===== src/hw/shade_consts.svh =====
`ifndef SHADE_CONSTS_SVH
`define SHADE_CONSTS_SVH

//////////////////////////////////////////////////
// float constants as bit patterns

// 1.0
`define FLOAT_ONE 32'h3F80_0000
// 255.0
`define FLOAT_255 32'h437F_0000

//////////////////////////////////////////////////
// stage latencies in cycles

`define FP_MUL_LATENCY 2
// lookup register, then the multiply
`define SHADE_LATENCY  (1 + `FP_MUL_LATENCY)
`define CLAMP_LATENCY  1
`define TO_INT_LATENCY 1

// shade, clamp, scale by 255, convert
`define PIXEL_LATENCY  (`SHADE_LATENCY + `CLAMP_LATENCY + `FP_MUL_LATENCY + `TO_INT_LATENCY)

`endif


===== src/hw/float_pkg.sv =====
package float_pkg;

    //////////////////////////////////////////////////
    // ieee 754 single precision word

    // field view, msb first as stored
    typedef struct packed {
        logic        sign;
        logic [7:0]  exponent;
        logic [22:0] mantissa;
    } float32_fields_t;

    // one word, read raw or by field
    typedef union packed {
        logic [31:0]     bits;
        float32_fields_t f;
    } float32_t;

endpackage


===== src/hw/pixel_pkg.sv =====
package pixel_pkg;

    //////////////////////////////////////////////////
    // colour in float form, r in the top word

    typedef struct packed {
        float_pkg::float32_t r;
        float_pkg::float32_t g;
        float_pkg::float32_t b;
    } float_rgb_t;

    //////////////////////////////////////////////////
    // hit block as delivered by the ray stage

    typedef struct packed {
        logic [2:0] color;
        logic [2:0] dir;
        logic       visible;
    } block_hit_t;

    // screen coordinate of one pixel
    typedef struct packed {
        logic [10:0] x;
        logic [9:0]  y;
    } pixel_pos_t;

    // 4 bit per channel output colour
    typedef struct packed {
        logic [3:0] r;
        logic [3:0] g;
        logic [3:0] b;
    } rgb4_t;

endpackage


===== src/hw/vec_clamp_one.sv =====
`timescale 1ns/1ns

`include "shade_consts.svh"

module vec_clamp_one (
    input  wire                   clk_in,
    input  wire                   rst_in,
    input  wire                   valid_in,
    input  pixel_pkg::float_rgb_t v,
    output pixel_pkg::float_rgb_t res,
    output logic                  valid_out
);

    localparam float_pkg::float32_t float_one = `FLOAT_ONE;

    // min(x, 1.0)
    // for positive floats the {exponent, mantissa} order is the value order
    function automatic float_pkg::float32_t clamp_one(input float_pkg::float32_t x);
        logic above;
        above = !x.f.sign
             && ({x.f.exponent, x.f.mantissa} > {float_one.f.exponent, float_one.f.mantissa});
        clamp_one = above ? float_one : x;
    endfunction

    //////////////////////////////////////////////////
    // compare and select in one register stage

    always_ff @(posedge clk_in) begin
        if (rst_in) begin
            res       <= '0;
            valid_out <= 1'b0;
        end else begin
            res.r     <= clamp_one(v.r);
            res.g     <= clamp_one(v.g);
            res.b     <= clamp_one(v.b);
            valid_out <= valid_in;
        end
    end

endmodule


===== config.mk =====
export PLATFORM = sky130hd
export DESIGN_NAME = vec_clamp_one
export DESIGN_NICKNAME = d
export VERILOG_FILES = /design/src/hw/float_pkg.sv /design/src/hw/pixel_pkg.sv /design/src/hw/vec_clamp_one.sv
export VERILOG_INCLUDE_DIRS = /design/src /design/src/hw
export SDC_FILE = /design/constraint.sdc
export NUM_CORES = 1
export LEC_CHECK = 0
export ABC_AREA = 1
export BUFFER_PORTS_ARGS = -buffer_cell sky130_fd_sc_hd__buf_4
export CORE_ASPECT_RATIO = 0.6
export CORE_UTILIZATION = 48
export CTS_BUF_LIST = sky130_fd_sc_hd__clkbuf_2
export CTS_CLUSTER_SIZE = 24
export DETAILED_ROUTE_END_ITERATION = 8
export PLACE_DENSITY_LB_ADDON = 0.12
export SLEW_MARGIN = 20
export SYNTH_ARGS = -nofsm -noshare
export SYNTH_HDL_FRONTEND = slang
export SYNTH_SLANG_ARGS = --single-unit

===== constraint.sdc =====
create_clock -name clk_in -period 1.67 [get_ports clk_in]
set_input_delay 0.2505 -clock clk_in [delete_from_list [all_inputs] [get_ports clk_in]]
set_output_delay 0.2505 -clock clk_in [all_outputs]
set_load 0.005 [all_outputs]

==> results.md <==
- Placed Area: 0.00479 sq mm
- Starting Density: 51.7%
- Largest net degree at the start of global routing: 26
- Tcrit/Tclk final: 101%
- Fill cells: 250
- Design area: 0.00589 sq mm
- Cells after synthesis: 405
- Final setup viols: 3
- Global Route Usage Sum: 36.4%
- CTS tree: yes
- Vias in the first global route: 4054
- Leak: 3.12 nW
- Hold_ws: 0.0800 ns
- Clk slew on worst S/H paths: 0.32 ns
- Post-synthesis cell type count: 12
- Synth warn: 0
- Status: finished, violations left
- H-tree depth: 3
- Seq/Total Area, Yosys: 59.1%
- Critical-path cell list: dlygate4sd3_1 -> buf_4 -> inv_1 -> nand2_1 -> nor2_1 -> nand2_1 -> nor2_1 -> nand2_1 -> nand2_2 -> nand2_8 -> nor2_1
- Nets: 800
- Num CTS Buffers: 9
- Final wirelength: 12900 microns
- Fin. Hold Viols: 0
- Yosys top cell area share: 59.1%
- Hpwl dp: 6590 microns
- CTS Buffer Depth: 2
- Initial drt markers: 194
- Peak VDD IR: 0.555 mV
- Top delay family on crit path: simple AND/OR/NAND/NOR gates
- Final routed DRC violation total: 0
- Port Buffers: 195
- Synth area leader: dfxtp_1
- Least-Margin Pin Slew: 0.468 ns
- Setup WS post-layout: -0.0116 ns
- Synthesized cell area: 0.00328 sq mm
- Slowest stage delay, CP: 0.55 ns
- Final min period: 1.68 ns
- Routed Antenna Nets: 0
- Root buffer cell: clkbuf_2
- Synth cell count leaders: dfxtp_1 (97), nor2_1 (84), inv_1 (83)
- Seq cells post-synth: 97
- Async S/R FF share, synth: 0%
- Via count: 3791
- First-pass GRT wire length: 19200 microns
- Min-Delay Path Class: input port to flop
- Vias/cell: 4.80
- CP startpoint kind: input port
- Diode count: 0
- Placer's final routability congestion estimate: 0.807
- Sink Count: 97
- Count leader, synth: dfxtp_1
- Total grt overflow: 0
- Max Freq: 595 MHz
- Fraction of layout cells with a size suffix above 1: 37.4%
- Layout area overhead: 79.2%
- Per-cell routed wire length: 16.3 microns
- Antenna violations before repair: 0
- DRT Pass-1 Iters: 4
- Core box area: 0.00636 sq mm
- Worst relative slew slack: 68.8%
- Chip height: 66.1 microns
- # rows: 22
- Setup Crit Path Kind: input port to flop
- Pre-CTS setup slack: 0.146 ns
- Max-slew violation count: 0
- Top cells by area in the synthesized netlist: dfxtp_1 (59%), nor2_1 (9.6%), inv_1 (9.5%)
- Die X: 109 microns
- Violated checks: setup timing
- Setup TNS: -0.0242 ns
- CP Data Required Time: 2.18 ns
- Syn Nets: 504
- CP Buf/Inv Count: 3
- DIE AREA: 0.00719 sq mm
- Max-Cap Viols: 0
- Setup bufs post-CTS: 0
- Crit path max fanout: 25
- Power per cell area: 767 mW/mm^2
- WP data arrival: 2.19 ns
- Mapped Avg Cell Area: 8.11 sq um
- IO Pins: 196
- Number of synthesized flops with an enable pin: 0
- Dominant synthesized flop cell: dfxtp_1
- Crit end category: flop
- CP max-delay cell: dlygate4sd3_1
[placed cells by master, fill, tap and decap left out]
master / n
dlygate4sd3_1: 97
clkbuf_2: 9
nand2_4: 2
clkinv_4: 2
inv_6: 1
inv_8: 2
a21oi_1: 24
nand3_1: 3
nand2_2: 2
nand2_1: 54
inv_1: 83
nor2_1: 84
inv_2: 15
dfxtp_1: 97
nor2_2: 31
buf_4: 196
nand2_8: 2
clkinv_2: 1
clkinvlp_4: 1
[registers in the layout, summed over array words and instances, names as in the netlist]
register / flops
res: 96
valid_out: 1
[cell type report]
class	count	area [sq um]	share of cell area, %
repair buffers	293	2440	41.5
flip-flops and latches	97	1940	33.0
multi-input cells	202	922	15.7
inverters	98	368	6.25
well taps	84	105	1.79
clock inverters	7	61.3	1.04
clock buffers	9	45.0	0.765
[power by group]
part / total, mW / leakage [nW] / internal, mW / switching, mW
combinational: 0.922 / 2.25 / 0.524 / 0.399
clock: 1.09 / 0.0663 / 0.229 / 0.864
sequential: 2.50 / 0.805 / 2.46 / 0.0469
total: 4.52 / 3.12 / 3.21 / 1.31
[cell families after synthesis]
| logic type | count (synthesis) | share of synthesized area (%) |
|---|---|---|
| flip-flops | 97 | 59.1 |
| AO/OA/AOI/OAI | 24 | 3.66 |
| buffers and inverters | 106 | 13.5 |
| AND/OR/NAND/NOR | 178 | 23.7 |
[layer usage]
metal	GRT usage (%)	vias to the layer above	share of wire, %
li1	-	1737	-
met1	35.2	1760	36
met2	69.2	232	51
met3	10.2	62	8.3
met4	22.5	0	4.8
met5	0	-	0
[worst paths after layout]
kind   start       to  slack [ns]  cells past startpoint
max    v[67]  res[83]       -0.01                     11
min   rst_in  res[24]        0.08                      3
[timing repair]
| item | 4_1_cts | 5_1_grt |
|---|---|---|
| endpoints found under the hold margin | 97 | 0 |
| endpoints found under the setup margin | 0 | 17 |
| resized for setup | 0 | 3 |
| hold buffers | 97 | 0 |
[metrics by stage]
step | power, mW | cells | util [%]
2_1_floorplan | 2.78 | 405 | -
3_3_place_gp | 3.19 | 677 | 75.3
3_5_place_dp | 3.20 | 677 | 75.3
4_1_cts | 4.43 | 790 | 92.2
5_1_grt | 4.70 | 790 | 92.6
6_report | 4.52 | 790 | 92.6
No activity file was read; power rests on OpenSTA's default activity.
