===== src/hw/shade_consts.svh =====
`ifndef SHADE_CONSTS_SVH
`define SHADE_CONSTS_SVH

//////////////////////////////////////////////////
// float constants as bit patterns

// 1.0
`define FLOAT_ONE 32'h3F80_0000
// 255.0
`define FLOAT_255 32'h437F_0000

//////////////////////////////////////////////////
// stage latencies in cycles

`define FP_MUL_LATENCY 2
// lookup register, then the multiply
`define SHADE_LATENCY  (1 + `FP_MUL_LATENCY)
`define CLAMP_LATENCY  1
`define TO_INT_LATENCY 1

// shade, clamp, scale by 255, convert
`define PIXEL_LATENCY  (`SHADE_LATENCY + `CLAMP_LATENCY + `FP_MUL_LATENCY + `TO_INT_LATENCY)

`endif


===== src/hw/float_pkg.sv =====
package float_pkg;

    //////////////////////////////////////////////////
    // ieee 754 single precision word

    // field view, msb first as stored
    typedef struct packed {
        logic        sign;
        logic [7:0]  exponent;
        logic [22:0] mantissa;
    } float32_fields_t;

    // one word, read raw or by field
    typedef union packed {
        logic [31:0]     bits;
        float32_fields_t f;
    } float32_t;

endpackage


===== src/hw/pixel_pkg.sv =====
package pixel_pkg;

    //////////////////////////////////////////////////
    // colour in float form, r in the top word

    typedef struct packed {
        float_pkg::float32_t r;
        float_pkg::float32_t g;
        float_pkg::float32_t b;
    } float_rgb_t;

    //////////////////////////////////////////////////
    // hit block as delivered by the ray stage

    typedef struct packed {
        logic [2:0] color;
        logic [2:0] dir;
        logic       visible;
    } block_hit_t;

    // screen coordinate of one pixel
    typedef struct packed {
        logic [10:0] x;
        logic [9:0]  y;
    } pixel_pos_t;

    // 4 bit per channel output colour
    typedef struct packed {
        logic [3:0] r;
        logic [3:0] g;
        logic [3:0] b;
    } rgb4_t;

endpackage


===== src/hw/fp_mul.sv =====
`timescale 1ns/1ns

module fp_mul (
    input  wire                 clk_in,
    input  wire                 rst_in,
    input  wire                 valid_in,
    input  float_pkg::float32_t a,
    input  float_pkg::float32_t b,
    output float_pkg::float32_t result,
    output logic                valid_out
);

    // stage 1 registers
    logic              s1_valid;
    logic              s1_sign;
    logic              s1_zero;
    logic signed [9:0] s1_exp;
    logic [47:0]       s1_prod;

    // stage 2 normalisation
    logic signed [9:0]   norm_exp;
    logic [22:0]         norm_mant;
    float_pkg::float32_t next_result;

    //////////////////////////////////////////////////
    // stage 1: sign, exponent sum, mantissa product

    always_ff @(posedge clk_in) begin
        if (rst_in) begin
            s1_valid <= 1'b0;
            s1_sign  <= 1'b0;
            s1_zero  <= 1'b1;
            s1_exp   <= '0;
            s1_prod  <= '0;
        end else begin
            s1_valid <= valid_in;
            s1_sign  <= a.f.sign ^ b.f.sign;
            // exponent 0 counts as zero, denormals flush
            s1_zero  <= (a.f.exponent == 8'd0) || (b.f.exponent == 8'd0);
            s1_exp   <= $signed({2'b00, a.f.exponent})
                      + $signed({2'b00, b.f.exponent}) - 10'sd127;
            s1_prod  <= {1'b1, a.f.mantissa} * {1'b1, b.f.mantissa};
        end
    end

    //////////////////////////////////////////////////
    // stage 2: one bit normalise, truncate

    always_comb begin
        // product of two 1.x values lies in [1, 4)
        if (s1_prod[47]) begin
            norm_exp  = s1_exp + 10'sd1;
            norm_mant = s1_prod[46:24];
        end else begin
            norm_exp  = s1_exp;
            norm_mant = s1_prod[45:23];
        end

        next_result = '0;
        // underflow goes to zero
        if (!s1_zero && norm_exp > 10'sd0) begin
            next_result.f.sign     = s1_sign;
            next_result.f.exponent = norm_exp[7:0];
            next_result.f.mantissa = norm_mant;
        end
    end

    always_ff @(posedge clk_in) begin
        if (rst_in) begin
            result    <= '0;
            valid_out <= 1'b0;
        end else begin
            result    <= next_result;
            valid_out <= s1_valid;
        end
    end

endmodule


===== src/hw/vec_scale.sv =====
`timescale 1ns/1ns

module vec_scale (
    input  wire                   clk_in,
    input  wire                   rst_in,
    input  wire                   valid_in,
    input  pixel_pkg::float_rgb_t v,
    input  pixel_pkg::float_rgb_t k,
    output pixel_pkg::float_rgb_t res,
    output logic                  valid_out
);

    // per lane multiply, lanes run in lock step
    fp_mul r_mul (
        .clk_in(clk_in),
        .rst_in(rst_in),
        .valid_in(valid_in),
        .a(v.r),
        .b(k.r),
        .result(res.r),
        .valid_out(valid_out)
    );

    // g and b valids match r
    fp_mul g_mul (
        .clk_in(clk_in),
        .rst_in(rst_in),
        .valid_in(valid_in),
        .a(v.g),
        .b(k.g),
        .result(res.g),
        .valid_out()
    );

    fp_mul b_mul (
        .clk_in(clk_in),
        .rst_in(rst_in),
        .valid_in(valid_in),
        .a(v.b),
        .b(k.b),
        .result(res.b),
        .valid_out()
    );

endmodule


===== config.mk =====
export PLATFORM = sky130hd
export DESIGN_NAME = vec_scale
export DESIGN_NICKNAME = d
export VERILOG_FILES = /design/src/hw/shade_consts.svh /design/src/hw/float_pkg.sv /design/src/hw/pixel_pkg.sv /design/src/hw/fp_mul.sv /design/src/hw/vec_scale.sv
export SDC_FILE = /design/constraint.sdc
export NUM_CORES = 2
export LEC_CHECK = 0
export ABC_CLOCK_PERIOD_IN_PS = 6480
export BUFFER_PORTS_ARGS = -buffer_cell sky130_fd_sc_hd__buf_2
export CAP_MARGIN = 20
export CORE_MARGIN = 1
export CORE_UTILIZATION = 40
export DETAILED_ROUTE_END_ITERATION = 10
export GPL_ROUTABILITY_DRIVEN = 1
export GPL_TIMING_DRIVEN = 0
export PLACE_DENSITY = 0.7
export SYNTH_ARGS = -nofsm -noshare
export SYNTH_HDL_FRONTEND = slang
export SYNTH_SLANG_ARGS = --single-unit

===== constraint.sdc =====
create_clock -name clk_in -period 6.48 [get_ports clk_in]
set_input_delay 0.648 -clock clk_in [delete_from_list [all_inputs] [get_ports clk_in]]
set_output_delay 0.648 -clock clk_in [all_outputs]
set_load 0.02 [all_outputs]

==> flow_metrics.env <==
export IMPL_cts_tree="built"
export IMPL_dr_max_layer_used="met5"
export IMPL_drv_slew=0
export IMPL_ys_flop_type="dfxtp_1"
export IMPL_synth_fp_nets=9163
export IMPL_cts_clk_slew_worst_paths_ps=60
export IMPL_layout_nets=9740
export IMPL_port_buffers=277
export IMPL_drtPass1Iterations=6
export IMPL_post_route_period_util=1.077
export IMPL_cap_violations=0
export IMPL_setup_slack_ps=-502.0
export IMPL_reg2reg_slack_ps=3390
export IMPL_rsz0062_at_grt="true"
export IMPL_seq_area_frac_synth=0.06697
export IMPL_start_util=0.4041
export IMPL_multiInputGateArea_sq_mm=0.05257
export IMPL_critical_path_arrival_ps=7470
export IMPL_fin_crit_ps=6982
export IMPL_synth_edff_count=0
export IMPL_gp_congestion=1.078
export IMPL_hold_depth=2
export IMPL_r2r_cells=10
export IMPL_ctsHoldBuffers=0
export IMPL_status="finished with violations"
export IMPL_grt_max_degree=15
export IMPL_grt_ovfl_total=0
export IMPL_critPathRequiredTime_ps=6970
export IMPL_chipWidth_um=397.2
export IMPL_hp_start="valid_in"
export IMPL_skew_ps=24.32
export IMPL_clock_latency_ps=600
export IMPL_synthTopCellsByArea="fa_1 (46%), ha_1 (11%), inv_1 (11%), and2_1 (7.3%), dfxtp_1 (6.7%)"
export IMPL_synth_top_area_cell="fa_1"
export IMPL_worst_setup_path_end_kind="flip-flop"
export IMPL_first_global_vias=54170
export IMPL_antenna_found_initial=10
export IMPL_routed_wl_met3_um=23020
export IMPL_reg2reg_to="b_mul.result[7]$_SDFF_PP0_"
export IMPL_rows=144
export IMPL_ant_nets=0
export IMPL_nFillCells=14230
export IMPL_startpoint_type="input pin"
export IMPL_synth_cell_types=75
export IMPL_crit_type="input pin to flip-flop"
export IMPL_cts_sinks=209
export IMPL_grt_pass1_wl_um=327900
export IMPL_route_met2_wl_um=96840
export IMPL_place_ws_ps=-2121
export IMPL_vias=50270
export IMPL_syn_area_sq_mm=0.06247
export IMPL_synth_cells=6985
export IMPL_layout_commonest_cell="inv_1"
export IMPL_finalHoldViolCount=0
export IMPL_ys_ff_latch=209
export IMPL_drc_errors=0
export IMPL_layout_common_cells="inv_1 (1677), fa_1 (1386), nand2_1 (832)"
export IMPL_hp_class="input pin to flip-flop"
export IMPL_core_area_sq_mm=0.1546
export IMPL_cts_made_buffers=28
export IMPL_syn_to_final_growth_pct=21.49
export IMPL_placed_area_sq_mm=0.06751
export IMPL_netlist_area_leader_share=0.4634
export IMPL_drive_gt1_frac=0.1709
export IMPL_h_tree_depth=1
export IMPL_worstPathMaxFanout=10
export IMPL_cts_root_buf="clkbuf_16"
export IMPL_path_common_cell="fa_1"
export IMPL_startpoint="v[4]"
export IMPL_avgSynthCellArea_sq_um=8.944
export IMPL_die_height_um=397.2
export IMPL_hold_end="r_mul.s1_valid$_SDFF_PP0_"
export IMPL_yosys_warnings=0
export IMPL_ctsLongestPathBuffers=3
export IMPL_r2r_start="b_mul.s1_exp[2]$_SDFF_PP0_"
export IMPL_io_pins=292
export IMPL_violations="setup timing"
export IMPL_wl_met1_um=84590
export IMPL_slew_headroom=0.2592
export IMPL_final_area_sq_mm=0.07590
export IMPL_dp_hpwl_um=179300
export IMPL_avgRoutedWirePerCell_um=22.80
export IMPL_die_area_sq_mm=0.1578
export IMPL_setup_viol=31
export IMPL_drt_total_wl_um=219600
export IMPL_synthArstFlopShare=0
export IMPL_drtIter0Drc=3840
export IMPL_vias_per_cell=5.219
export IMPL_critical_path_max_stage_delay_ps=570
export IMPL_seqCellArea_sq_mm=0.004184
export IMPL_grt_usage=0.2802
export IMPL_fmax_ghz=0.1432
export IMPL_tightest_slew_ps=1107
export IMPL_post_route_util=0.4910
export IMPL_crit_path_top_delay_cell="fa_2"
-- what timing repair did --
| action | CTS | global route |
|---|---|---|
| cloned | 5 | 2 |
| buffers inserted | 198 | 73 |
| endpoints found under the setup margin | 72 | 60 |
| gates resized for setup | 927 | 339 |
| pin swaps | 205 | 195 |
-- flip-flops by register name, indices dropped and copies added, names as in the netlist --
signal / cells
g_mul.s1_zero: 1
g_mul.result: 32
r_mul.s1_exp: 10
r_mul.valid_out: 1
r_mul.result: 32
r_mul.s1_prod: 25
b_mul.s1_sign: 1
b_mul.s1_exp: 10
r_mul.s1_valid: 1
r_mul.s1_sign: 1
r_mul.s1_zero: 1
g_mul.s1_exp: 10
b_mul.result: 32
b_mul.s1_zero: 1
b_mul.s1_prod: 25
g_mul.s1_prod: 25
g_mul.s1_sign: 1
-- cell usage after synthesis, types with 12 or more instances --
cell      count
xor2_1       44
a21o_1       70
o21ai_0      51
nand2_1     858
fa_1       1446
clkbuf_1    294
nor2_1      331
inv_1      1756
a21oi_1     132
nand4_1      30
and3_1       20
nor4_1       16
ha_1        537
nor2b_1      22
o21bai_1     33
a31oi_1      16
a211oi_1     12
nor3_1       23
mux2i_1      72
nand3_1      23
xnor2_1     105
and2_1      729
dfxtp_1     209
-- cell type report --
cell class	count	area share
Antenna cell	5	0.0001649
Buffer	305	0.05676
Tap cell	2044	0.03370
Inverter	1765	0.08841
Sequential cell	209	0.05513
Clock inverter	18	0.002555
Multi-Input combinational cell	4703	0.6926
Clock buffer	33	0.01001
Timing Repair Buffer	550	0.06063
-- per-layer routing --
metal / vias to the layer above / GRT usage
met5: - / 0
met4: 10 / 0.1563
met3: 662 / 0.07589
met2: 2681 / 0.4348
met1: 25350 / 0.3533
li1: 21560 / -
-- worst max path at each step --
stage | cells past startpoint | to | slack [ps]
final | 27 | b_mul.s1_prod[46]$_SDFF_PP0_ | -500
after global routing | 27 | g_mul.s1_prod[47]$_SDFF_PP0_ | -710
after CTS | 25 | b_mul.s1_prod[46]$_SDFF_PP0_ | -400
after detailed placement | 23 | g_mul.s1_prod[47]$_SDFF_PP0_ | -2120
after global placement | 23 | g_mul.s1_prod[47]$_SDFF_PP0_ | -2180
after floorplan | 26 | b_mul.s1_prod[46]$_SDFF_PP0_ | -260
-- per-stage QoR --
stage	setup TNS [ps]	hold slack, ps	cells
5_1_grt	-13100	252.3	9628
6_report	-7226	277.5	9632
3_5_place_dp	-99130	404.7	9310
4_1_cts	-4261	226.6	9561
3_3_place_gp	-95050	400.3	9306
2_1_floorplan	-737.6	393.6	6985
-- cell families (layout without fill, tap and decap cells) --
kind of cell    Yosys count  count (layout)  synth area share
xor+xnor                149             149           0.02089
simple gates           2094            2094            0.1621
fa+ha+maj              1983            1983            0.5709
compound gates          401             401           0.04206
flops                   209             209           0.06697
mux                      76              76           0.01232
buf+inv                2073            2671            0.1247
other cells               0               5                 0
-- critical path, delay by kind of cell --
kind / cells / cell delay [ps]
mux: 1 / 330
compound gates: 7 / 1710
buf+inv: 8 / 670
fa+ha+maj: 8 / 3670
simple gates: 3 / 420
Power is left out: the tool's default activity adds up to more than one toggle a clock period on the data nets, which glitch-free logic cannot reach.
