<file path="src/hw/shade_consts.svh">
`ifndef SHADE_CONSTS_SVH
`define SHADE_CONSTS_SVH

//////////////////////////////////////////////////
// float constants as bit patterns

// 1.0
`define FLOAT_ONE 32'h3F80_0000
// 255.0
`define FLOAT_255 32'h437F_0000

//////////////////////////////////////////////////
// stage latencies in cycles

`define FP_MUL_LATENCY 2
// lookup register, then the multiply
`define SHADE_LATENCY  (1 + `FP_MUL_LATENCY)
`define CLAMP_LATENCY  1
`define TO_INT_LATENCY 1

// shade, clamp, scale by 255, convert
`define PIXEL_LATENCY  (`SHADE_LATENCY + `CLAMP_LATENCY + `FP_MUL_LATENCY + `TO_INT_LATENCY)

`endif

</file>
<file path="src/hw/float_pkg.sv">
package float_pkg;

    //////////////////////////////////////////////////
    // ieee 754 single precision word

    // field view, msb first as stored
    typedef struct packed {
        logic        sign;
        logic [7:0]  exponent;
        logic [22:0] mantissa;
    } float32_fields_t;

    // one word, read raw or by field
    typedef union packed {
        logic [31:0]     bits;
        float32_fields_t f;
    } float32_t;

endpackage

</file>
<file path="src/hw/pixel_pkg.sv">
package pixel_pkg;

    //////////////////////////////////////////////////
    // colour in float form, r in the top word

    typedef struct packed {
        float_pkg::float32_t r;
        float_pkg::float32_t g;
        float_pkg::float32_t b;
    } float_rgb_t;

    //////////////////////////////////////////////////
    // hit block as delivered by the ray stage

    typedef struct packed {
        logic [2:0] color;
        logic [2:0] dir;
        logic       visible;
    } block_hit_t;

    // screen coordinate of one pixel
    typedef struct packed {
        logic [10:0] x;
        logic [9:0]  y;
    } pixel_pos_t;

    // 4 bit per channel output colour
    typedef struct packed {
        logic [3:0] r;
        logic [3:0] g;
        logic [3:0] b;
    } rgb4_t;

endpackage

</file>
<file path="src/hw/fp_mul.sv">
`timescale 1ns/1ns

module fp_mul (
    input  wire                 clk_in,
    input  wire                 rst_in,
    input  wire                 valid_in,
    input  float_pkg::float32_t a,
    input  float_pkg::float32_t b,
    output float_pkg::float32_t result,
    output logic                valid_out
);

    // stage 1 registers
    logic              s1_valid;
    logic              s1_sign;
    logic              s1_zero;
    logic signed [9:0] s1_exp;
    logic [47:0]       s1_prod;

    // stage 2 normalisation
    logic signed [9:0]   norm_exp;
    logic [22:0]         norm_mant;
    float_pkg::float32_t next_result;

    //////////////////////////////////////////////////
    // stage 1: sign, exponent sum, mantissa product

    always_ff @(posedge clk_in) begin
        if (rst_in) begin
            s1_valid <= 1'b0;
            s1_sign  <= 1'b0;
            s1_zero  <= 1'b1;
            s1_exp   <= '0;
            s1_prod  <= '0;
        end else begin
            s1_valid <= valid_in;
            s1_sign  <= a.f.sign ^ b.f.sign;
            // exponent 0 counts as zero, denormals flush
            s1_zero  <= (a.f.exponent == 8'd0) || (b.f.exponent == 8'd0);
            s1_exp   <= $signed({2'b00, a.f.exponent})
                      + $signed({2'b00, b.f.exponent}) - 10'sd127;
            s1_prod  <= {1'b1, a.f.mantissa} * {1'b1, b.f.mantissa};
        end
    end

    //////////////////////////////////////////////////
    // stage 2: one bit normalise, truncate

    always_comb begin
        // product of two 1.x values lies in [1, 4)
        if (s1_prod[47]) begin
            norm_exp  = s1_exp + 10'sd1;
            norm_mant = s1_prod[46:24];
        end else begin
            norm_exp  = s1_exp;
            norm_mant = s1_prod[45:23];
        end

        next_result = '0;
        // underflow goes to zero
        if (!s1_zero && norm_exp > 10'sd0) begin
            next_result.f.sign     = s1_sign;
            next_result.f.exponent = norm_exp[7:0];
            next_result.f.mantissa = norm_mant;
        end
    end

    always_ff @(posedge clk_in) begin
        if (rst_in) begin
            result    <= '0;
            valid_out <= 1'b0;
        end else begin
            result    <= next_result;
            valid_out <= s1_valid;
        end
    end

endmodule

</file>
<file path="src/hw/vec_scale.sv">
`timescale 1ns/1ns

module vec_scale (
    input  wire                   clk_in,
    input  wire                   rst_in,
    input  wire                   valid_in,
    input  pixel_pkg::float_rgb_t v,
    input  pixel_pkg::float_rgb_t k,
    output pixel_pkg::float_rgb_t res,
    output logic                  valid_out
);

    // per lane multiply, lanes run in lock step
    fp_mul r_mul (
        .clk_in(clk_in),
        .rst_in(rst_in),
        .valid_in(valid_in),
        .a(v.r),
        .b(k.r),
        .result(res.r),
        .valid_out(valid_out)
    );

    // g and b valids match r
    fp_mul g_mul (
        .clk_in(clk_in),
        .rst_in(rst_in),
        .valid_in(valid_in),
        .a(v.g),
        .b(k.g),
        .result(res.g),
        .valid_out()
    );

    fp_mul b_mul (
        .clk_in(clk_in),
        .rst_in(rst_in),
        .valid_in(valid_in),
        .a(v.b),
        .b(k.b),
        .result(res.b),
        .valid_out()
    );

endmodule

</file>
<file path="src/hw/pixel_shader.sv">
`timescale 1ns/1ns

`include "shade_consts.svh"

module pixel_shader (
    input  wire                   clk_in,
    input  wire                   rst_in,
    input  wire                   valid_in,
    input  pixel_pkg::block_hit_t hit,
    output pixel_pkg::float_rgb_t color,
    output logic                  valid_out
);

    pixel_pkg::float_rgb_t palette_entry;
    pixel_pkg::float_rgb_t palette_q;
    logic [31:0]           shade_entry;
    pixel_pkg::float_rgb_t shade_q;
    logic                  lookup_valid;

    //////////////////////////////////////////////////
    // palette, components in steps of 1/16

    always_comb begin
        case (hit.color)
            3'd0: palette_entry = {32'h3F00_0000, 32'h3F00_0000, 32'h3F00_0000};
            3'd1: palette_entry = {32'h3F80_0000, 32'h3E00_0000, 32'h3D80_0000};
            3'd2: palette_entry = {32'h3E40_0000, 32'h3F40_0000, 32'h3E80_0000};
            3'd3: palette_entry = {32'h3E00_0000, 32'h3EA0_0000, 32'h3F70_0000};
            // overbright, clamps after shading
            3'd4: palette_entry = {32'h3FC0_0000, 32'h3FA0_0000, 32'h0000_0000};
            3'd5: palette_entry = {32'h3F50_0000, 32'h3EE0_0000, 32'h3F20_0000};
            3'd6: palette_entry = {32'h3F30_0000, 32'h3F10_0000, 32'h3EC0_0000};
            default: palette_entry = {`FLOAT_ONE, `FLOAT_ONE, `FLOAT_ONE};
        endcase
    end

    // face shade by hit direction
    always_comb begin
        case (hit.dir)
            3'd1: shade_entry = 32'h3F00_0000;
            3'd2: shade_entry = 32'h3F40_0000;
            3'd3: shade_entry = 32'h3F40_0000;
            3'd4: shade_entry = 32'h3FA0_0000;
            3'd5: shade_entry = 32'h3FC0_0000;
            // top face and unused codes, unshaded
            default: shade_entry = `FLOAT_ONE;
        endcase
    end

    always_ff @(posedge clk_in) begin
        if (rst_in) begin
            palette_q    <= '0;
            shade_q      <= '0;
            lookup_valid <= 1'b0;
        end else begin
            palette_q      <= palette_entry;
            shade_q.r.bits <= shade_entry;
            shade_q.g.bits <= shade_entry;
            shade_q.b.bits <= shade_entry;
            lookup_valid   <= valid_in;
        end
    end

    //////////////////////////////////////////////////
    // colour times shade

    vec_scale shade_mul (
        .clk_in(clk_in),
        .rst_in(rst_in),
        .valid_in(lookup_valid),
        .v(palette_q),
        .k(shade_q),
        .res(color),
        .valid_out(valid_out)
    );

endmodule

</file>
<file path="config.mk">
export PLATFORM = sky130hd
export DESIGN_NAME = pixel_shader
export DESIGN_NICKNAME = d
export VERILOG_FILES = /design/src/hw/float_pkg.sv /design/src/hw/pixel_pkg.sv /design/src/hw/fp_mul.sv /design/src/hw/vec_scale.sv /design/src/hw/pixel_shader.sv
export VERILOG_INCLUDE_DIRS = /design/src /design/src/hw
export SDC_FILE = /design/constraint.sdc
export NUM_CORES = 1
export LEC_CHECK = 0
export BUFFER_PORTS_ARGS = -buffer_cell sky130_fd_sc_hd__buf_2
export CORE_ASPECT_RATIO = 0.6
export CORE_MARGIN = 2
export CORE_UTILIZATION = 52
export CTS_BUF_LIST = sky130_fd_sc_hd__clkbuf_8
export CTS_CLUSTER_DIAMETER = 80
export CTS_CLUSTER_SIZE = 28
export DETAILED_ROUTE_END_ITERATION = 8
export HOLD_SLACK_MARGIN = 0.03
export PLACE_DENSITY = 0.76
export SLEW_MARGIN = 20
export SYNTH_ARGS = -nofsm -noshare
export SYNTH_HDL_FRONTEND = slang
export SYNTH_SLANG_ARGS = --single-unit
</file>
<file path="constraint.sdc">
create_clock -name clk_in -period 6 [get_ports clk_in]
set_input_delay 0.6 -clock clk_in [delete_from_list [all_inputs] [get_ports clk_in]]
set_output_delay 0.6 -clock clk_in [all_outputs]
set_load 0.03 [all_outputs]
</file>
==> impl_metrics.tcl <==
set metrics [dict create \
    grt_pass1_wl_um 14300 \
    r2r-end "shade_mul.r_mul.s1_prod[46]" \
    die_width_um 133 \
    crit_chain "ha_1, fa_1, inv_1, fa_1, inv_1, ha_1, ha_1, ha_1, nor2b_1" \
    numCtsBuffers 9 \
    hpwl_um 6480 \
    ys_types 55 \
    rsz0062_at_grt "false" \
    power.leakage_uw 0.00245 \
    grt_start_max_net_pins 67 \
    dieArea_um2 10700 \
    maxCapViolations 0 \
    powerDensity_nw_per_um2 259 \
    min_period_over_period 0.428 \
    ys_seq_elements 106 \
    drive_above_1_share 0.161 \
    post_cts.repair.setup_buffers 0 \
    hold_buffers 0 \
    setup_ws_ns 3.43 \
    critPathLaunchType "flip-flop" \
    drc 0 \
    port_buffers 51 \
    crit_fanout 9 \
    grt_pass1_vias 3042 \
    synth-edff-count 0 \
    post_cts_resized 0 \
    multi_input_comb_area_um2 2620 \
    core_area_um2 9740 \
    skew_ns 0.00801 \
    vias 3266 \
    antenna_found_initial 0 \
    clock_latency_ns 0.38 \
    ys_seq_area_frac 0.412 \
    cts_buffer_depth 2 \
    holdPathEnd "lookup_valid" \
    die_y_um 81.1 \
    first_pass_iters 4 \
    arrival_ns 2.81 \
    fmax_ghz 0.389 \
    async_reset_ff_frac 0 \
    cts_max_level 3 \
    cts_num_sinks 106 \
    crit_top_cell "ha_1" \
    path_class "flip-flop to flip-flop" \
    slew_headroom 0.407 \
    syn_avg_cell_area_um2 10.1 \
    worstHoldPathCells 2 \
    totalWireLength_um 8570 \
    r2r_slack_ns 3.43 \
    end_kind "flip-flop" \
    cp_num_buf_inv 2 \
    grt.total_usage 0.170 \
    viasPerCell 4.74 \
    wl_per_cell_um 12.4 \
    regArea_um2 2120 \
    pre_cts_slack_ns 3.45 \
    nFillCells 843 \
    antenna_cells 0 \
    synth.cell_area_um2 5150 \
    hold_viol 0 \
    tritoncts "built" \
    cpPeakStageDelay_ns 0.44 \
    reg2reg_depth 9 \
    io_pins 107 \
    cp.required_ns 6.24 \
    grt_overflow 0 \
    critPathTopFamily "adder cells" \
    period_needed_ns 2.57 \
    final_net_count 611 \
    crit_slowest_cell "dfxtp_1" \
    setup_viol 0 \
    gp_congestion 0.837 \
    root_buffer "clkbuf_8" \
    run_status "finished clean" \
    timing_worst_slew_pin_value_ns 0.889 \
    report.final.slew_viol_count 0 \
    ys.flop_type "dfxtp_1" \
    max-vdd-ir-drop_uv 120 \
    area_delta_synth_final_pct 6.14 \
    clkTransAtPathRegs_ns 0.10 \
    min-delay-start "valid_in" \
    r2r_start "shade_q[22]" \
    initial_utilization 0.529 \
    hold_class "input port to flip-flop" \
    drt_iter0_drc 145 \
    syn_inst 509 \
    ys_warn_count 0 \
    ant_nets 0 \
    fp-row-count 28 \
    final.setup.tns_ns 0 \
]
[cell usage after synthesis (all sizes together) (2+ instances only)]
master	n	share of area
or3b	2	0.0034
a21o	4	0.0058
mux2i	21	0.041
clkbuf	15	0.011
or4	3	0.0044
or2	2	0.0024
ha	38	0.092
nand4	5	0.0073
fa	14	0.054
buf	62	0.092
xor2	10	0.017
nand2b	3	0.0036
o21ai	5	0.0049
nor2	51	0.038
a21oi	12	0.012
inv	20	0.015
dfxtp	106	0.41
a311oi	3	0.0051
nor4	11	0.026
nand2	22	0.016
or3	3	0.0046
nor2b	25	0.030
a2111oi	2	0.0070
nor3	13	0.013
and4	2	0.0034
nand3	4	0.0039
and3	5	0.0070
a22oi	2	0.0039
and2	14	0.017
xnor2	17	0.029
[cells in the final DEF (no fill, tap or decap), types with 5 or more instances in the layout]
cell      synthesis  routed
xor2_1           10      10
nor2b_1          25      25
xnor2_1          17      17
conb_1            1      54
and2_1           14      14
nor3_1           13      13
nor4_2            8       8
inv_1            19      20
mux2i_1          21      21
fa_1             14      14
o21ai_0           5       5
nor2_1           50      50
dfxtp_1         106     106
a21oi_1          12      12
nand2_1          22      22
clkbuf_8          0       9
ha_1             38      38
buf_2             1      51
[where the power goes]
part           internal [uW]  switching, uW  total [uW]
logic                   61.6            129         191
clock network            202            253         456
registers                735           35.7         771
[layer usage]
| layer | vias up | global-route usage | part of all wire |
|---|---|---|---|
| met2 | 80 | 0.270 | 0.45 |
| met1 | 1516 | 0.222 | 0.48 |
| met4 | 0 | 0.0581 | 0.014 |
| met5 | - | 0 | 0 |
| li1 | 1660 | - | - |
| met3 | 10 | 0.0543 | 0.054 |
[worst register-to-register path, cell delays in order, from the launching register on]
cell and delay (ns):
dfxtp_1 0.44, ha_1 0.26, fa_1 0.36, inv_1 0.08, fa_1 0.40, inv_1 0.08
ha_1 0.23, ha_1 0.20, ha_1 0.26, nor2b_1 0.13
[final cells by class]
type | count | share of cell area
Inverter | 21 | 0.0144
Sequential cell | 106 | 0.388
Clock inverter | 7 | 0.0156
Clock buffer | 9 | 0.0226
Multi-Input combinational cell | 358 | 0.479
Timing Repair Buffer | 53 | 0.0494
Tap cell | 135 | 0.0309
[flip-flops by register name, indices dropped and copies added (netlist names)]
register and flops:
shade_mul.r_mul.s1_valid 1, shade_mul.b_mul.s1_exp 10, shade_mul.g_mul.s1_zero 1, shade_mul.b_mul.result 14, shade_mul.r_mul.s1_exp 3, shade_mul.r_mul.s1_zero 1, shade_mul.r_mul.valid_out 1, shade_mul.r_mul.result 14
lookup_valid 1, palette_q 17, shade_mul.g_mul.result 13, shade_mul.b_mul.s1_prod 7, shade_mul.b_mul.s1_zero 1, shade_mul.g_mul.s1_prod 7, shade_mul.g_mul.s1_exp 5, shade_q 3
shade_mul.r_mul.s1_prod 7
[worst max path at each step]
stage | endpoint | cells past startpoint | from | slack [ns]
final | shade_mul.r_mul.s1_prod[46] | 9 | shade_q[22] | 3.43
after global routing | shade_mul.g_mul.s1_prod[47] | 10 | shade_q[22] | 3.25
after global placement | shade_mul.r_mul.s1_prod[46] | 9 | shade_q[22] | 3.53
after floorplan | shade_mul.b_mul.s1_prod[46] | 9 | shade_q[22] | 3.69
after detailed placement | shade_mul.r_mul.s1_prod[46] | 9 | shade_q[22] | 3.45
after CTS | shade_mul.r_mul.s1_prod[46] | 9 | shade_q[22] | 3.44
[stage by stage]
stage	total power (uW)	hold WS [ns]	area [um^2]	instances	util
finish	1420	0.427	5470	689	0.562
floorplan	968	0.414	5350	562	-
global placement	968	0.431	5260	673	0.540
CTS	1430	0.411	5470	689	0.562
global route	1480	0.453	5470	689	0.562
detailed placement	976	0.427	5260	673	0.540
[cell families after synthesis]
group | Yosys count | share of synthesized area
mux | 21 | 0.0408
flops | 106 | 0.412
other cells | 1 | 0.000728
buf+inv | 98 | 0.118
fa+ha+maj | 52 | 0.147
compound gates | 36 | 0.0510
xor+xnor | 27 | 0.0459
simple gates | 168 | 0.185
No activity file was read; power rests on OpenSTA's default activity.
