<file path="config.mk">
export PLATFORM = sky130hd
export DESIGN_NAME = fp_to_int
export DESIGN_NICKNAME = d
export VERILOG_FILES = /design/src/hw/shade_consts.svh /design/src/hw/float_pkg.sv /design/src/hw/fp_to_int.sv
export SDC_FILE = /design/constraint.sdc
export NUM_CORES = 1
export LEC_CHECK = 0
export BUFFER_PORTS_ARGS = -buffer_cell sky130_fd_sc_hd__buf_2
export CORE_MARGIN = 3
export CORE_UTILIZATION = 25
export CTS_CLUSTER_DIAMETER = 40
export DETAILED_ROUTE_END_ITERATION = 10
export PLACE_DENSITY = 0.41
export SETUP_SLACK_MARGIN = 0.15
export SYNTH_ARGS = -nofsm -noshare
export SYNTH_HDL_FRONTEND = slang
export SYNTH_SLANG_ARGS = --single-unit
</file>
<file path="constraint.sdc">
create_clock -name clk_in -period 4.75 [get_ports clk_in]
set_input_delay 0.475 -clock clk_in [delete_from_list [all_inputs] [get_ports clk_in]]
set_output_delay 0.475 -clock clk_in [all_outputs]
set_load 0.005 [all_outputs]
</file>
<file path="src/hw/shade_consts.svh">
`ifndef SHADE_CONSTS_SVH
`define SHADE_CONSTS_SVH

//////////////////////////////////////////////////
// float constants as bit patterns

// 1.0
`define FLOAT_ONE 32'h3F80_0000
// 255.0
`define FLOAT_255 32'h437F_0000

//////////////////////////////////////////////////
// stage latencies in cycles

`define FP_MUL_LATENCY 2
// lookup register, then the multiply
`define SHADE_LATENCY  (1 + `FP_MUL_LATENCY)
`define CLAMP_LATENCY  1
`define TO_INT_LATENCY 1

// shade, clamp, scale by 255, convert
`define PIXEL_LATENCY  (`SHADE_LATENCY + `CLAMP_LATENCY + `FP_MUL_LATENCY + `TO_INT_LATENCY)

`endif

</file>
<file path="src/hw/float_pkg.sv">
package float_pkg;

    //////////////////////////////////////////////////
    // ieee 754 single precision word

    // field view, msb first as stored
    typedef struct packed {
        logic        sign;
        logic [7:0]  exponent;
        logic [22:0] mantissa;
    } float32_fields_t;

    // one word, read raw or by field
    typedef union packed {
        logic [31:0]     bits;
        float32_fields_t f;
    } float32_t;

endpackage

</file>
<file path="src/hw/fp_to_int.sv">
`timescale 1ns/1ns

module fp_to_int (
    input  wire                 clk_in,
    input  wire                 rst_in,
    input  wire                 valid_in,
    input  float_pkg::float32_t a,
    output logic [31:0]         result,
    output logic                valid_out
);

    logic [4:0]  shift;
    logic [54:0] shifted;
    logic [31:0] next_result;

    always_comb begin
        // unbiased exponent, only meaningful for 127..158
        shift   = 5'(a.f.exponent - 8'd127);
        // hidden bit back in, binary point sits above bit 23
        shifted = {31'b0, 1'b1, a.f.mantissa} << shift;

        if (a.f.sign || a.f.exponent < 8'd127) begin
            // negative or below 1
            next_result = '0;
        end else if (a.f.exponent > 8'd158) begin
            // beyond 2^31, saturate
            next_result = '1;
        end else begin
            next_result = shifted[54:23];
        end
    end

    always_ff @(posedge clk_in) begin
        if (rst_in) begin
            result    <= '0;
            valid_out <= 1'b0;
        end else begin
            result    <= next_result;
            valid_out <= valid_in;
        end
    end

endmodule

</file>
==> flow_summary.json, run 1 <==
{
  "io-pin-count": 68,
  "cts_tree": "built",
  "finalHoldViolCount": 0,
  "path_max_fanout": 20,
  "htreeDepth": 2,
  "grt_use_total_pct": 14.5,
  "crit_path_end_kind": "flop",
  "clockBufferDepth": 2,
  "synth_area_leader_cell": "dfxtp_1",
  "slew_viol_final": 0,
  "rsz0062_at_grt": "no",
  "ys_types": 49,
  "synthToLayoutAreaGrowth_pct": 18.1,
  "grt_pass1_vias": 2360,
  "p_per_area_nw_per_um2": 258,
  "synth_edf_count": 0,
  "worst_slack_ns": 1.66,
  "numCtsBuffers": 5,
  "slew_headroom_pct": 28.1,
  "antenna_left": 0,
  "ys_seq_area_share_pct": 25.1,
  "die_h_microns": 109,
  "fin_tns_setup_ns": 0,
  "hold_class": "primary input to flop",
  "gp_congestion": 0.880,
  "drc": 0,
  "grt_pass1_wl_mm": 13.2,
  "worstHoldEndpoint": "valid_out",
  "initial_core_util_pct": 26.4,
  "dr.pass1.iters": 4,
  "synthTopCellsByArea": "dfxtp_1 25%, mux2_2 7.3%, mux4_1 7.0%",
  "overflow": 0,
  "drv_cap": 0,
  "clock-sinks": 33,
  "synth-warning-count": 0,
  "initialDrtViolationCount": 197,
  "utilization_pct": 31.1,
  "cts-root-buf": "clkbuf_8",
  "finalCritPeriodShare_pct": 65.0,
  "wl_per_cell_microns": 17.9,
  "dp_worst_setup_slack_ns": 1.36,
  "grt_max_degree": 35,
  "fp-row-count": 36,
  "n_antenna_cell": 0,
  "finalNetCount": 385,
  "cp_data_arrival_time_ns": 3.22,
  "synth.top_cells.by_count": "33 x dfxtp_1, 29 x nand2_1, 24 x a21oi_1",
  "min_from": "rst_in",
  "period_needed_ns": 3.09,
  "die_area_sq_um": 11800,
  "wl_mm": 8.62,
  "synth_cells": 293,
  "synth_most_common_cell": "dfxtp_1",
  "syn_area_sq_um": 2640,
  "synth.net_count": 331,
  "hold_depth": 2,
  "status": "finished clean",
  "tightest_slew_ns": 1.08,
  "antenna_found_initial": 0,
  "post_cts_resized": 0,
  "critPathKind": "primary input to flop",
  "worstSetupStartpointType": "primary input",
  "core_area_sq_um": 10000,
  "synth_ff_type": "dfxtp_1",
  "hold_buffers": 0,
  "io_buffers": 67,
  "die_w_microns": 109,
  "vias": 2492,
  "dp_hpwl_mm": 6.70,
  "p_leak_nw": 1.36,
  "syn_area_per_cell_sq_um": 8.99,
  "ir_worst_vdd_mv": 0.0996,
  "setup_viol": 0,
  "fillers": 1100,
  "clk_pin_slew_ns": 0.06,
  "power_w": 0.000802,
  "async_reset_ff_share_pct": 0,
  "ys_ff_latch": 33,
  "vias_per_cell": 5.18,
  "drive_gt1_share_pct": 31.6,
  "post-synth-top-area-fraction_pct": 25.1,
  "cts_setup_buffers": 0,
  "worst_ep_required_time_ns": 4.88,
  "clock.fmax_mhz": 324
}
[area by class of cell]
type	instances	area (sq um)	share of cell area [%]
Sequential cell	33	661	21.2
Tap cell	133	166	5.35
Multi-Input combinational cell	227	1800	57.7
Clock inverter	2	10.0	0.322
Inverter	7	26.3	0.844
Timing Repair Buffer	73	380	12.2
Clock buffer	6	72.6	2.33
[cell families (layout without fill, tap and decap cells)]
kind of cell	after synthesis	in the layout	share of synthesized area [%]
multiplexers	51	51	28.5
flip-flops	33	33	25.1
buffers and inverters	33	88	7.03
AO/OA/AOI/OAI	91	91	22.3
adder cells (fa/ha/maj)	3	3	1.42
XOR/XNOR	6	6	2.28
AND/OR/NAND/NOR	76	76	13.4
[power by group]
group	switching, W	internal [W]
logic	0.000182	0.000128
clock network	0.0000995	0.000101
registers	0.00000281	0.000289
[worst max path at each step]
stage	to	startpoint	cells after the start	slack [ns]
global placement	result[2]	a[24]	7	1.34
CTS	result[2]	a[24]	7	1.64
global route	result[2]	a[24]	7	1.54
detailed placement	result[2]	a[24]	7	1.36
floorplan	result[19]	a[23]	10	2.04
finish	result[2]	a[24]	7	1.66
[state kept, by name, indices dropped and copies added, names as in the netlist]
name / cells
valid_out: 1
result: 32
[critical path: stages]
cell and delay, ns:
buf_2 0.15, ha_1 0.80, mux4_1 0.70, mux2_2 0.31, a21boi_0 0.13, a311oi_1 0.49
o2bb2ai_1 0.14
[layout by cell type (no fill, tap or decap), types with 5 or more instances in the layout]
cell type,Yosys,layout
nor2_1,17,17
clkbuf_8,0,5
mux4_2,7,7
nand2_1,29,29
a22oi_1,5,5
mux2_2,17,17
o22ai_1,5,5
inv_1,7,7
buf_4,2,6
a31oi_1,10,10
mux2i_1,18,18
nand3_1,12,12
o21ai_0,18,18
dfxtp_1,33,33
mux4_1,7,7
a221oi_1,7,7
buf_2,12,67
a21oi_1,24,24
[metal layers]
layer  vias up  global-route usage (%)  part of all wire [%]
li1       1222                       -                     -
met1      1163                    21.7                    50
met2        94                    21.6                    42
met3        13                    1.78                   5.8
met4         0                    4.33                   2.0
met5         -                       0                     0
[stage by stage]
step                hold WS (ns)  instances  area, sq um
CTS                        0.352        481         3110
detailed placement         0.652        473         3030
global route               0.356        481         3110
finish                     0.366        481         3110
floorplan                  0.547        293         2640
global placement           0.651        473         3030
Power figures use the tool's default switching activity.
==> inputs of run 2 (changes only) <==
--- a/config.mk
+++ b/config.mk
@@ -10,7 +10,7 @@
 export CORE_UTILIZATION = 25
 export CTS_CLUSTER_DIAMETER = 40
 export DETAILED_ROUTE_END_ITERATION = 10
-export PLACE_DENSITY = 0.41
+export PLACE_DENSITY = 0.42
 export SETUP_SLACK_MARGIN = 0.15
 export SYNTH_ARGS = -nofsm -noshare
 export SYNTH_HDL_FRONTEND = slang
==> constraint.sdc (replaced) <==
create_clock -name clk_in -period 2.55 [get_ports clk_in]
set_input_delay 0.255 -clock clk_in [delete_from_list [all_inputs] [get_ports clk_in]]
set_output_delay 0.255 -clock clk_in [all_outputs]
set_load 0.005 [all_outputs]
==> run 2 against run 1 <==
  * Worst setup slack got worse by 1.3 ns
  * Sequential power increased by 87%
  * Largest cell class unchanged
  * Critical path depth unchanged
  * Non-clock buffer count grew 18
  * Sequential cell count stayed put
  * Routed wire length up 3.9%
  * Cell area grew 6.1%
==> flow_summary.json, run 2 (synthesis results as in run 1) <==
{
  "p_per_area_nw_per_um2": 486,
  "initial_core_util_pct": 26.4,
  "initialDrtViolationCount": 173,
  "cp_data_arrival_time_ns": 2.39,
  "io_buffers": 67,
  "drv_cap": 0,
  "cts_setup_buffers": 0,
  "top_register": "result",
  "hold_buffers": 0,
  "io-pin-count": 68,
  "clk_pin_slew_ns": 0.07,
  "n_antenna_cell": 0,
  "critPathCapture": "result[2]",
  "wl_mm": 8.95,
  "antenna_left": 0,
  "setup_viol": 0,
  "drive_gt1_share_pct": 35.5,
  "p_leak_nw": 1.47,
  "cts-root-buf": "clkbuf_8",
  "crit_path_end_kind": "flop",
  "numCtsBuffers": 5,
  "clock-sinks": 33,
  "cts_tree": "built",
  "die_h_microns": 109,
  "htreeDepth": 2,
  "fin_tns_setup_ns": 0,
  "finalCritPeriodShare_pct": 87.3,
  "wl_per_cell_microns": 17.9,
  "top_regs": "result x32, valid_out x1",
  "status": "finished clean",
  "dr.pass1.iters": 5,
  "slew_viol_final": 0,
  "synthToLayoutAreaGrowth_pct": 25.4,
  "dp_hpwl_mm": 7.24,
  "core_area_sq_um": 10000,
  "worstSetupStartpointType": "primary input",
  "startpoint": "a[24]",
  "die_w_microns": 109,
  "drt-met1-wl_mm": 4.41,
  "grt_max_degree": 26,
  "multi_input_comb_area_sq_um": 1810,
  "antenna_found_initial": 0,
  "wl_met2_mm": 3.79,
  "drc": 0,
  "post_cts_resized": 0,
  "clockBufferDepth": 2,
  "period_needed_ns": 2.23,
  "hold_class": "primary input to flop",
  "place_area_sq_um": 3200,
  "final_common_cell": "buf_2",
  "critPathKind": "primary input to flop",
  "worst_ep_required_time_ns": 2.71,
  "met3_length_microns": 546,
  "grt_use_total_pct": 15.4,
  "final_cell_mix": "67 x buf_2, 33 x dfxtp_1, 29 x nand2_1",
  "rsz0062_at_grt": "no",
  "path_max_fanout": 14,
  "largest_reg_flops": 32,
  "vias": 2593,
  "grt_pass1_wl_mm": 14.0,
  "power_w": 0.00160,
  "highest_layer": "met4",
  "slew_headroom_pct": 59.9,
  "fillers": 1108,
  "finalNetCount": 403,
  "fp-row-count": 36,
  "regArea_sq_um": 661,
  "ir_worst_vdd_mv": 0.204,
  "finalHoldViolCount": 0,
  "clock.fmax_mhz": 449,
  "die_area_sq_um": 11800,
  "overflow": 0,
  "tightest_slew_ns": 0.601,
  "vias_per_cell": 5.20,
  "gp_congestion": 0.866,
  "grt_pass1_vias": 2429,
  "final_area_sq_um": 3300
}
run 2: changes by cell type in the layout (fill, tap and decap cells not counted):
cell,before,now
clkbuf_1,1,0
clkinv_2,2,1
buf_12,0,2
ha_1,3,2
ha_4,0,1
buf_4,6,22
clkbuf_8,5,7
run 2: critical path: stages:
cell and delay [ns]:
buf_2 0.17, ha_4 0.41, mux4_1 0.60, mux2_2 0.30, a21boi_0 0.13, a311oi_1 0.39
o2bb2ai_1 0.13
run 2: per-layer routing:
metal  global-route usage (%)  vias up
met5                        0        -
met4                     4.78        0
met3                     2.13       15
met2                     22.5      104
met1                     23.3     1216
li1                         -     1258
run 2: worst min-delay path by stage:
| stage | start | to | cells past startpoint |
|---|---|---|---|
| floorplan | rst_in | valid_out | 1 |
| global placement | rst_in | valid_out | 2 |
| detailed placement | rst_in | valid_out | 2 |
| CTS | rst_in | valid_out | 2 |
| global route | rst_in | valid_out | 2 |
| finish | rst_in | valid_out | 2 |
run 2: report_power, final:
group          total, W  switching, W  leakage (nW)  internal (W)
Clock          0.000432      0.000188        0.0542      0.000244
Combinational  0.000630      0.000352          1.14      0.000278
Sequential     0.000543    0.00000557         0.269      0.000537
Total           0.00160      0.000545          1.47       0.00106
run 2: area by class of cell:
type	instances	area share (%)
clock buffer	7	2.92
clock inverter	1	0.151
inverter	7	0.795
multi-input combinational	227	54.8
sequential	33	20.0
tap	133	5.04
timing repair buffer	91	16.4
run 2: stage by stage:
stage               worst slack [ns]  utilization (%)  hold slack [ns]  cells
floorplan                      0.193                -            0.327    293
global placement              0.0342             32.0            0.423    491
detailed placement            0.0528             32.0            0.432    491
CTS                            0.345             33.0            0.123    499
global route                   0.180             33.0            0.136    499
finish                         0.323             33.0            0.130    499
==> inputs of run 3 (changes only) <==
--- a/config.mk
+++ b/config.mk
@@ -6,7 +6,7 @@
 export NUM_CORES = 1
 export LEC_CHECK = 0
 export BUFFER_PORTS_ARGS = -buffer_cell sky130_fd_sc_hd__buf_2
-export CORE_MARGIN = 3
+export CAP_MARGIN = 15
 export CORE_UTILIZATION = 25
 export CTS_CLUSTER_DIAMETER = 40
 export DETAILED_ROUTE_END_ITERATION = 10
==> run 3 against run 2 <==
  * Clock power about the same
  * Sequential share of layout area decreased by 0.053 points
  * Count of clock-buffer cells in the layout unchanged
  * Critical path type unchanged
==> flow_summary.json, run 3 (synthesis results as in run 1) <==
{
  "status": "finished clean",
  "top_register": "result",
  "core_area_sq_um": 10300,
  "top_regs": "result x32, valid_out x1",
  "final_area_sq_um": 3310,
  "drc": 0,
  "clock-sinks": 33,
  "fillers": 1148,
  "grt_pass1_vias": 2556,
  "setup_viol": 0,
  "die_w_microns": 105,
  "n_antenna_cell": 0,
  "io-pin-count": 68,
  "overflow": 0,
  "wl_per_cell_microns": 17.8,
  "clk_pin_slew_ns": 0.07,
  "p_leak_nw": 1.48,
  "place_area_sq_um": 3210,
  "vias": 2662,
  "path_max_fanout": 16,
  "crit_chain": "buf_2 -> buf_4 -> ha_1 -> xor2_2 -> buf_4 -> mux2_2 -> a221oi_1 -> a21oi_1",
  "tightest_slew_ns": 0.697,
  "cp_slowest_cell": "a221oi_1",
  "slew_headroom_pct": 53.6,
  "ir_worst_vdd_mv": 0.190,
  "dp_hpwl_mm": 7.22,
  "cp_data_arrival_time_ns": 2.36,
  "wl_mm": 8.99,
  "synthToLayoutAreaGrowth_pct": 25.7,
  "critPathMaxStageDelay_ns": 0.37,
  "finalNetCount": 407,
  "drv_cap": 0,
  "finalCritPeriodShare_pct": 87.0,
  "initial_core_util_pct": 25.6,
  "die_area_sq_um": 11000,
  "antenna_left": 0,
  "cts-root-buf": "clkbuf_8",
  "hold_depth": 2,
  "hold_buffers": 0,
  "rsz0062_at_grt": "no",
  "die_h_microns": 105,
  "dr.pass1.iters": 6,
  "largest_reg_flops": 32,
  "vias_per_cell": 5.26,
  "clockBufferDepth": 2,
  "final_cell_mix": "67 x buf_2, 33 x dfxtp_1, 29 x nand2_1",
  "fin_tns_setup_ns": 0,
  "power_w": 0.00160,
  "grt_pass1_wl_mm": 14.3,
  "gp_congestion": 0.953,
  "initialDrtViolationCount": 191,
  "fp-row-count": 37,
  "final_common_cell": "buf_2",
  "finalHoldViolCount": 0,
  "post_cts_resized": 0,
  "crit_top_cell": "buf_4",
  "worst_ep_required_time_ns": 2.69,
  "critPathKind": "primary input to flop",
  "numCtsBuffers": 5,
  "grt_use_total_pct": 16.8,
  "crit_path_end_kind": "flop",
  "io_buffers": 67,
  "hold_class": "primary input to flop",
  "grt_max_degree": 24,
  "p_per_area_nw_per_um2": 483,
  "clock.fmax_mhz": 451,
  "period_needed_ns": 2.22,
  "htreeDepth": 2,
  "antenna_found_initial": 0,
  "drive_gt1_share_pct": 36.2,
  "cts_tree": "built",
  "worstSetupStartpointType": "primary input",
  "slew_viol_final": 0,
  "cts_setup_buffers": 0
}
==> run 3: critical path, delay by kind of cell <==
kind                     cells  cell delay [ns]
AO/OA/AOI/OAI                2             0.53
XOR/XNOR                     1             0.36
adder cells (fa/ha/maj)      1             0.34
buffers and inverters        3             0.53
multiplexers                 1             0.36
==> run 3: final timing paths <==
check                 startpoint   endpoint  slack (ns)
worst max-delay path       a[23]  result[6]        0.33
worst min-delay path      rst_in  valid_out        0.13
==> run 3: layout make-up <==
type / count / area [sq um] / share of cell area (%)
Clock buffer: 7 / 96.3 / 2.91
Clock inverter: 1 / 5.00 / 0.151
Inverter: 7 / 26.3 / 0.793
Multi-Input combinational cell: 227 / 1810 / 54.6
Sequential cell: 33 / 661 / 19.9
Tap cell: 136 / 170 / 5.14
Timing Repair Buffer: 95 / 546 / 16.5
==> run 3: per-stage QoR <==
step	hold slack (ns)	std cells	utilization (%)	setup slack [ns]
after global placement	0.422	498	31.3	-0.0613
after CTS	0.128	506	32.2	0.312
after detailed placement	0.433	498	31.3	0.0190
final	0.133	506	32.2	0.330
after global routing	0.130	506	32.2	0.195
after floorplan	0.327	293	-	0.193
==> run 3: per-layer routing <==
metal	up-vias	share of wire, %	global-route usage, %
met5	-	0	0
met4	0	3.2	7.04
met3	17	6.2	2.43
met2	114	42	25.0
met1	1261	48	24.0
li1	1270	-	-
==> run 3: report_power, final <==
| part | switching (W) | total, W | leakage, nW | internal [W] |
|---|---|---|---|---|
| clock | 0.000187 | 0.000431 | 0.0542 | 0.000244 |
| combinational | 0.000353 | 0.000628 | 1.15 | 0.000274 |
| sequential | 0.00000536 | 0.000543 | 0.269 | 0.000537 |
| total | 0.000546 | 0.00160 | 1.48 | 0.00106 |
